## src/design/frontend_pkg.sv

```systemverilog
package frontend_pkg;

    parameter int xlen = 32;

    // counter table is indexed by pc[bht_index_bits+1:2]
    parameter int bht_index_bits = 4;

    // instruction buffer entries, power of two and at least 4
    parameter int buf_depth = 8;

    localparam logic [5:0] op_jmp = 6'h02;
    localparam logic [5:0] op_br  = 6'h04;

    // jump and branch layout, offset counts words
    typedef struct packed {
        logic [5:0]         opcode;
        logic [9:0]         unused;
        logic signed [15:0] offset;
    } branch_fields_t;

    typedef union packed {
        logic [xlen-1:0] raw;
        branch_fields_t  br;
    } inst_word_u;

    // one slot as seen by the decoder
    typedef struct packed {
        logic [xlen-1:0] pc;
        logic [xlen-1:0] inst;
        logic            pred_taken;
        logic [xlen-1:0] pred_target;
    } buf_entry_t;

endpackage

```

## src/design/fetch_group_if.sv

```systemverilog
`timescale 1ns/1ps

// one returned fetch pair with its predictions, no handshake
interface fetch_group_if;

    logic [1:0]                     valid;
    frontend_pkg::buf_entry_t [1:0] entry;

    modport predictor (
        output valid,
        output entry
    );

    modport buffer (
        input valid,
        input entry
    );

endinterface

```

## src/design/fetch_pc_gen.sv

```systemverilog
`timescale 1ns/1ps

module fetch_pc_gen (
    input  logic                          clk,
    input  logic                          rst_n,
    input  logic                          flush,
    input  logic [frontend_pkg::xlen-1:0] new_pc,
    input  logic                          resp_valid,
    input  logic                          bpu_flush,
    input  logic [frontend_pkg::xlen-1:0] pred_target,
    input  logic                          buffer_full,
    output logic                          fetch_req,
    output logic [frontend_pkg::xlen-1:0] fetch_pc,
    output logic [1:0]                    slot_en,
    output logic                          resp_live
);

    // full fetch address, bit 2 may be set after a redirect
    logic [frontend_pkg::xlen-1:0] pc_q;
    logic                          waiting;
    logic                          busy;
    logic                          stale;

    assign fetch_req = waiting && !busy && !buffer_full;
    assign fetch_pc  = {pc_q[frontend_pkg::xlen-1:3], 3'b000};
    assign slot_en   = {1'b1, ~pc_q[2]};

    // a response arriving with a flush is dropped as well
    assign resp_live = busy && !stale && !flush;

    always_ff @(posedge clk) begin
        if (!rst_n) begin
            pc_q    <= '0;
            waiting <= 1'b0;
            busy    <= 1'b0;
            stale   <= 1'b0;
        end else if (flush) begin
            pc_q    <= new_pc;
            waiting <= 1'b1;
            // anything in flight comes back stale, and the new request
            // waits for it so only one stays outstanding
            busy    <= (busy && !resp_valid) || fetch_req;
            stale   <= (busy && !resp_valid) || fetch_req;
        end else if (fetch_req) begin
            waiting <= 1'b0;
            busy    <= 1'b1;
        end else if (busy && resp_valid) begin
            busy    <= 1'b0;
            stale   <= 1'b0;
            waiting <= 1'b1;
            if (!stale) begin
                pc_q <= bpu_flush ? pred_target : fetch_pc + 32'd8;
            end
        end else if (!waiting && !busy) begin
            // first request after reset
            waiting <= 1'b1;
        end
    end

endmodule

```

## src/design/branch_predictor.sv

```systemverilog
`timescale 1ns/1ps

module branch_predictor #(
    parameter int BHT_INDEX_BITS = frontend_pkg::bht_index_bits
) (
    input  logic                          clk,
    input  logic                          rst_n,
    input  logic                          resp_valid,
    input  logic                          resp_live,
    input  logic [1:0]                    slot_en,
    input  logic [frontend_pkg::xlen-1:0] resp_pc,
    input  logic [frontend_pkg::xlen-1:0] resp_inst0,
    input  logic [frontend_pkg::xlen-1:0] resp_inst1,
    input  logic                          update_valid,
    input  logic [frontend_pkg::xlen-1:0] update_pc,
    input  logic                          update_taken,
    output logic                          bpu_flush,
    output logic [frontend_pkg::xlen-1:0] pred_target,
    fetch_group_if.predictor              group
);

    localparam int bht_size = 1 << BHT_INDEX_BITS;

    // 2-bit saturating counters, msb set means taken
    logic [1:0]                    bht [bht_size];
    frontend_pkg::inst_word_u      inst_w [2];
    logic [frontend_pkg::xlen-1:0] slot_pc [2];
    logic [frontend_pkg::xlen-1:0] offset_bytes [2];
    logic [frontend_pkg::xlen-1:0] jump_target [2];
    logic [1:0]                    taken;
    logic [BHT_INDEX_BITS-1:0]     upd_idx;
    logic                          live;

    always_comb begin
        inst_w[0].raw = resp_inst0;
        inst_w[1].raw = resp_inst1;
        slot_pc[0]    = {resp_pc[frontend_pkg::xlen-1:3], 3'b000};
        slot_pc[1]    = {resp_pc[frontend_pkg::xlen-1:3], 3'b100};
        for (int i = 0; i < 2; i++) begin
            offset_bytes[i] = {{14{inst_w[i].br.offset[15]}}, inst_w[i].br.offset, 2'b00};
            jump_target[i]  = slot_pc[i] + offset_bytes[i];
            case (inst_w[i].br.opcode)
                frontend_pkg::op_jmp: begin
                    taken[i] = slot_en[i];
                end
                frontend_pkg::op_br: begin
                    taken[i] = slot_en[i] && bht[slot_pc[i][BHT_INDEX_BITS+1:2]][1];
                end
                default: begin
                    taken[i] = 1'b0;
                end
            endcase
        end
    end

    assign live        = resp_valid && resp_live;
    assign bpu_flush   = live && (taken[0] || taken[1]);
    assign pred_target = taken[0] ? jump_target[0] : jump_target[1];

    // a taken slot 0 kills the younger slot
    always_comb begin
        group.valid[0] = live && slot_en[0];
        group.valid[1] = live && slot_en[1] && !taken[0];
        for (int i = 0; i < 2; i++) begin
            group.entry[i].pc          = slot_pc[i];
            group.entry[i].inst        = inst_w[i].raw;
            group.entry[i].pred_taken  = taken[i];
            group.entry[i].pred_target = taken[i] ? jump_target[i] : slot_pc[i] + 32'd4;
        end
    end

    assign upd_idx = update_pc[BHT_INDEX_BITS+1:2];

    always_ff @(posedge clk) begin
        if (!rst_n) begin
            // weakly not taken
            for (int i = 0; i < bht_size; i++) begin
                bht[i] <= 2'b01;
            end
        end else if (update_valid) begin
            if (update_taken && bht[upd_idx] != 2'b11) begin
                bht[upd_idx] <= bht[upd_idx] + 2'b01;
            end else if (!update_taken && bht[upd_idx] != 2'b00) begin
                bht[upd_idx] <= bht[upd_idx] - 2'b01;
            end
        end
    end

endmodule

```

## src/design/inst_buffer.sv

```systemverilog
`timescale 1ns/1ps

module inst_buffer #(
    parameter int BUF_DEPTH = frontend_pkg::buf_depth
) (
    input  logic                     clk,
    input  logic                     rst_n,
    input  logic                     flush,
    input  logic                     pause_decoder,
    fetch_group_if.buffer            group,
    output logic [1:0]               out_valid,
    output frontend_pkg::buf_entry_t out_entry0,
    output frontend_pkg::buf_entry_t out_entry1,
    output logic                     buffer_full
);

    // pointers wrap on their own width
    localparam int ptr_bits = $clog2(BUF_DEPTH);
    localparam logic [ptr_bits:0] cnt_one    = (ptr_bits+1)'(1);
    localparam logic [ptr_bits:0] cnt_two    = (ptr_bits+1)'(2);
    localparam logic [ptr_bits:0] full_level = (ptr_bits+1)'(BUF_DEPTH - 2);

    frontend_pkg::buf_entry_t mem [BUF_DEPTH];
    logic [ptr_bits-1:0]      rd_ptr;
    logic [ptr_bits-1:0]      rd_next;
    logic [ptr_bits-1:0]      wr_ptr;
    logic [ptr_bits-1:0]      wr_next;
    logic [ptr_bits:0]        count;
    logic [ptr_bits:0]        n_wr;
    logic [ptr_bits:0]        n_rd;

    assign rd_next = rd_ptr + 1'b1;
    assign wr_next = wr_ptr + 1'b1;

    // oldest two entries go to the decoder
    assign out_valid[0] = count != '0;
    assign out_valid[1] = count >= cnt_two;
    assign out_entry0   = mem[rd_ptr];
    assign out_entry1   = mem[rd_next];

    // fewer than two free slots left
    assign buffer_full = count > full_level;

    always_comb begin
        case (group.valid)
            2'b00:   n_wr = '0;
            2'b11:   n_wr = cnt_two;
            default: n_wr = cnt_one;
        endcase
        if (pause_decoder) begin
            n_rd = '0;
        end else if (out_valid[1]) begin
            n_rd = cnt_two;
        end else if (out_valid[0]) begin
            n_rd = cnt_one;
        end else begin
            n_rd = '0;
        end
    end

    always_ff @(posedge clk) begin
        if (!rst_n || flush) begin
            rd_ptr <= '0;
            wr_ptr <= '0;
            count  <= '0;
        end else begin
            rd_ptr <= rd_ptr + n_rd[ptr_bits-1:0];
            wr_ptr <= wr_ptr + n_wr[ptr_bits-1:0];
            count  <= count + n_wr - n_rd;
        end
    end

    // slot 1 lands right after slot 0, or alone when slot 0 was skipped
    always_ff @(posedge clk) begin
        if (!flush) begin
            if (group.valid[0]) begin
                mem[wr_ptr] <= group.entry[0];
            end
            if (group.valid[1]) begin
                mem[group.valid[0] ? wr_next : wr_ptr] <= group.entry[1];
            end
        end
    end

endmodule

```

## src/design/frontend_top.sv

```systemverilog
`timescale 1ns/1ps

module frontend_top #(
    parameter int BHT_INDEX_BITS = frontend_pkg::bht_index_bits,
    parameter int BUF_DEPTH      = frontend_pkg::buf_depth
) (
    input  logic                          clk,
    input  logic                          rst_n,

    // instruction cache
    output logic                          fetch_req,
    output logic [frontend_pkg::xlen-1:0] fetch_pc,
    input  logic                          resp_valid,
    input  logic [frontend_pkg::xlen-1:0] resp_pc,
    input  logic [frontend_pkg::xlen-1:0] resp_inst0,
    input  logic [frontend_pkg::xlen-1:0] resp_inst1,

    // backend
    input  logic                          flush,
    input  logic [frontend_pkg::xlen-1:0] new_pc,
    input  logic                          update_valid,
    input  logic [frontend_pkg::xlen-1:0] update_pc,
    input  logic                          update_taken,
    input  logic                          pause_decoder,
    output logic [1:0]                    out_valid,
    output frontend_pkg::buf_entry_t      out_entry0,
    output frontend_pkg::buf_entry_t      out_entry1,
    output logic                          buffer_full,
    output logic                          bpu_flush
);

    logic [1:0]                    slot_en;
    logic                          resp_live;
    logic [frontend_pkg::xlen-1:0] pred_target;

    fetch_group_if group_if ();

    fetch_pc_gen u_pc_gen (
        .clk,
        .rst_n,
        .flush,
        .new_pc,
        .resp_valid,
        .bpu_flush,
        .pred_target,
        .buffer_full,
        .fetch_req,
        .fetch_pc,
        .slot_en,
        .resp_live
    );

    branch_predictor #(
        .BHT_INDEX_BITS(BHT_INDEX_BITS)
    ) u_bpu (
        .clk,
        .rst_n,
        .resp_valid,
        .resp_live,
        .slot_en,
        .resp_pc,
        .resp_inst0,
        .resp_inst1,
        .update_valid,
        .update_pc,
        .update_taken,
        .bpu_flush,
        .pred_target,
        .group(group_if.predictor)
    );

    inst_buffer #(
        .BUF_DEPTH(BUF_DEPTH)
    ) u_buffer (
        .clk,
        .rst_n,
        .flush,
        .pause_decoder,
        .group(group_if.buffer),
        .out_valid,
        .out_entry0,
        .out_entry1,
        .buffer_full
    );

endmodule

```

## config.mk

```make
export PLATFORM = sky130hd
export DESIGN_NAME = frontend_top
export DESIGN_NICKNAME = d
export VERILOG_FILES = /design/src/design/frontend_pkg.sv /design/src/design/fetch_group_if.sv /design/src/design/fetch_pc_gen.sv /design/src/design/branch_predictor.sv /design/src/design/inst_buffer.sv /design/src/design/frontend_top.sv
export SDC_FILE = /design/constraint.sdc
export NUM_CORES = 2
export LEC_CHECK = 0
export BUFFER_PORTS_ARGS = -buffer_cell sky130_fd_sc_hd__buf_2
export CAP_MARGIN = 30
export CELL_PAD_IN_SITES_DETAIL_PLACEMENT = 0
export CELL_PAD_IN_SITES_GLOBAL_PLACEMENT = 1
export CORE_ASPECT_RATIO = 0.75
export CORE_MARGIN = 2
export CORE_UTILIZATION = 55
export DETAILED_ROUTE_END_ITERATION = 6
export PLACE_DENSITY_LB_ADDON = 0.2
export SLEW_MARGIN = 10
export SYNTH_ARGS = -nofsm -noshare
export SYNTH_HDL_FRONTEND = slang
export SYNTH_HIERARCHICAL = 1
export SYNTH_SLANG_ARGS = --single-unit
```

## constraint.sdc

```tcl
create_clock -name clk -period 22.2 [get_ports clk]
set_input_delay 1.11 -clock clk [delete_from_list [all_inputs] [get_ports clk]]
set_output_delay 1.11 -clock clk [all_outputs]
set_load 0.05 [all_outputs]
```

Word-level counts from Yosys, hierarchy flattened. Memories as Yosys holds them, arrays and structs flattened. A register that Yosys moved wholly into a read port is not among the register bits. Cells that the tools add are included.

Register bits: 45. Bits in writable memories: 792. Word-level logic and storage cells: 114. Memories: 2.

Memories: u_buffer.mem (depth 8, width 95, rd ports 2, clocked after Yosys merged registers in 1, wr ports 2, RTL line inst_buffer.sv:23) `frontend_pkg::buf_entry_t mem [BUF_DEPTH];`; u_bpu.bht (depth 16, width 2, rd ports 3, clocked after Yosys merged registers in 0, wr ports 16, RTL line branch_predictor.sv:25) `logic [1:0] bht [bht_size];`.

Add/subtract/negate cells: 13. Magnitude comparators: 2. Eq/ne operators: 8. Multiplexer cells: 45. Bitwise logic cells: 2. Reduce and logical (&&, ||, !) cells: 35.

Operators by type and width (number): two-way mux 32 bit (8); adder 32 x 3 -> 32 bit, second input constant (2); adder 32 bit (2); adder 32 x 4 -> 32 bit, second input constant (1); two-way mux 1 bit (27); logical AND 1 bit (14); equality test 6 x 2 -> 1 bit, second input constant (2); equality test 6 x 3 -> 1 bit, second input constant (2); two-way mux 4 bit (3); logical NOT 1 bit (9); nonzero test 4 bit (2); adder 3 x 1 -> 3 bit, second input constant (2); two-way mux 3 bit (2); != test 2 bit, second input constant (3); adder 4 x 2 -> 4 bit (1); >= comparator 4 x 2 -> 1 bit, second input constant (1); greater-than comparator 4 x 3 -> 1 bit, second input constant (1); two-way mux 2 bit (2); case mux 1 bit (2 select lines) (2); case mux 2 bit (2 select lines) (1); nonzero test 2 bit (2); subtractor 4 bit (1); adder 3 x 2 -> 3 bit (1); adder 3 bit (1); 11 further kinds (13).

Longest topological paths before layout. An unclocked memory read counts as a cell.

Depth after elaboration: 11. Depth in mapped cells: 18. Mapped depth without buffers: 16.

Modules after synthesis. Netlist, hierarchy kept.

Modules (own cells, without submodules): inst_buffer (instances 1, cells each 2430, area each 44906.8 sq um, seq. area each 23502.5 sq um); branch_predictor (instances 1, cells each 945, area each 7098.1 sq um, seq. area each 960.9 sq um); fetch_pc_gen (instances 1, cells each 383, area each 2696.3 sq um, seq. area each 660.6 sq um).

Worst setup path after synthesis. No wires, ideal clock.

Kind: input-to-reg. From: input port flush. To: memory u_buffer/mem[4][0] (netlist name), enable pin. Library setup time: 686 ps. Arrival time: 9633 ps. Data required time: 21514 ps. Path slack: 11880 ps. Stages: 8. Path buffers: 4. Path through: clkbuf_1 clkbuf_1 clkbuf_1 nor3b_1 and3_1 buf_2 or3b_2 o21ai_0.

RTL lines: from (decl) (RTL line frontend_top.sv:19) `input logic flush,`; to (decl) (RTL line inst_buffer.sv:23).

==> out/results.ini <==
[status]
status=finished clean

[detailed_routing]
ant_nets=0
wl_per_cell_um=29.6
drt-total-wl_mm=156
drc=0
vias=35000
drt_pass1_iterations=7
drt-initial-drc-count=3523
routed_via_density=6.63

[global_routing]
first_global_vias=34700
antenna_found_initial=7
grt_max_degree=141
grt_use_total=0.306
grt_pass1_wl_mm=231
grt-ovfl-total=0

[clock_tree]
postCtsSetupBuffers=0
h-tree-depth=3
cts-resized-gates=0
cts_hold_buf=0
ctsRootBufferMaster=clkbuf_16
clk_latency_ns=0.70
clkTransAtPathRegs_ns=0.06
ctsLongestPathBuffers=3
cts_buffers=90
cts.sinks=851
cts_tree=yes

[finish]
finalNonFillerCells=5283
fin_nets=4127
area.growth.synth_to_final_pct=8.92
drive_gt1_frac=0.494
fillers=7836

[sta]
fmax_ghz=0.148
worst_pin_slew_ns=1.06
max_slew_margin=0.292
drv_slew=0
fin_crit_ns=6.78
setup_viol=0
final.setup_skew_ns=0.0301
rsz0062_at_grt=no
fin_crit_sh=0.305
finalHoldViolCount=0
fin_setup_tns_ns=0

[critical_path]
critPathMaxFanout=50
end_kind=flop
cp.arrival_ns=7.22
worstSetupStartpointType=primary input
crit_required_ns=22.65
rr_worst_depth=14
crit_type=in -> reg

[hold_path]
worstHoldPathCells=2
hold_class=reg -> reg

[floorplanning]
dieWidth_um=368
dieArea_um2=102000
start_util=0.553
die_y_um=277
io_pins=398
core_um2=98800
placementRows=100

[pwr]
power.density_nw_per_um2=64.5
static-leakage-power_nw=19.6
ir_worst_vdd_mv=0.0591

[place]
place_hpwl_mm=95.3
place_inst=5113
routabilityCongestion=0.900
io_buffers=361

[yosys]
synth_area_um2=54700
synthCells=3756
ys_warn_count=6
syn_area_per_cell_um2=14.6

[run]
maxCapViolations=0

-- report_power, final --
part | total [mW] | switching [mW] | leakage, nW | internal, mW
Combinational | 0.572 | 0.351 | 10.6 | 0.221
Clock | 1.49 | 0.651 | 1.37 | 0.836
Sequential | 1.78 | 0.0137 | 7.64 | 1.77
Total | 3.84 | 1.02 | 19.6 | 2.82
-- critical path: stages --
cell	delay, ns
buf_2	0.48
mux4_2	0.58
nand2b_1	0.16
o2111ai_1	0.11
o21ai_1	0.12
nand3_2	0.09
buf_4	0.55
clkinv_1	0.19
nor3b_1	0.40
nor2b_1	0.54
nand2_1	0.25
nor2_4	0.40
buf_4	0.80
buf_4	0.92
mux2_2	0.42
-- routing by layer --
layer | vias up | routed length (um) | track usage
li1 | 15200 | - | -
met1 | 18100 | 65600 | 0.438
met2 | 1487 | 74100 | 0.484
met3 | 260 | 11900 | 0.0518
met4 | 4 | 4600 | 0.0901
met5 | - | 24 | 0
-- registers in the layout, summed over array words and instances (netlist names) --
| name | count |
|---|---|
| u_buffer/mem | 776 |
| u_bpu/bht | 32 |
| u_pc_gen/pc_q | 30 |
| u_buffer/count | 4 |
| u_buffer/rd_ptr | 3 |
| u_buffer/wr_ptr | 3 |
| u_pc_gen/busy | 1 |
| u_pc_gen/stale | 1 |
| u_pc_gen/waiting | 1 |
-- final cells by class --
| type | count | area, um2 | area share |
|---|---|---|---|
| diodes | 4 | 10.0 | 0.000168 |
| clock buffers | 114 | 2360 | 0.0397 |
| clock inverters | 46 | 445 | 0.00748 |
| inverters | 45 | 169 | 0.00284 |
| multi-input cells | 2457 | 27100 | 0.456 |
| flip-flops and latches | 851 | 25100 | 0.422 |
| well taps | 1326 | 1660 | 0.0279 |
| repair buffers | 440 | 2650 | 0.0445 |
-- path summary, 6_finish.rpt --
check / to / start / slack, ns
worst max-delay path: u_buffer/mem[5][81] / resp_pc[3] / 15.42
worst min-delay path: u_pc_gen/pc_q[20] / u_pc_gen/pc_q[20] / 0.50
worst max register to register: u_buffer/mem[5][81] / u_bpu/bht[4][1] / 16.03
worst min register to register: u_pc_gen/pc_q[20] / u_pc_gen/pc_q[20] / 0.50
-- metrics by stage --
| step | total power [mW] | setup WS (ns) | utilization | cell area (um2) | hold slack (ns) |
|---|---|---|---|---|---|
| after floorplan | 2.25 | 11.88 | - | 54700 | 0.453 |
| after global placement | 2.37 | 14.83 | 0.571 | 56400 | 0.502 |
| after detailed placement | 2.38 | 14.78 | 0.573 | 56700 | 0.488 |
| after CTS | 3.86 | 15.53 | 0.602 | 59500 | 0.499 |
| after global routing | 3.96 | 15.15 | 0.603 | 59600 | 0.538 |
| final | 3.84 | 15.42 | 0.603 | 59600 | 0.498 |
-- placed cells by master, fill, tap and decap left out, types with 46 or more instances in the layout --
| cell | instances |
|---|---|
| a21oi_1 | 82 |
| buf_4 | 54 |
| o21ai_0 | 84 |
| mux2_2 | 940 |
| clkbuf_16 | 91 |
| ha_1 | 68 |
| buf_2 | 368 |
| nor2_1 | 94 |
| nand2_1 | 190 |
| xnor2_1 | 55 |
| mux4_2 | 402 |
| edfxtp_1 | 808 |
| nand3_1 | 46 |
(Power assumes the default switching activity.)
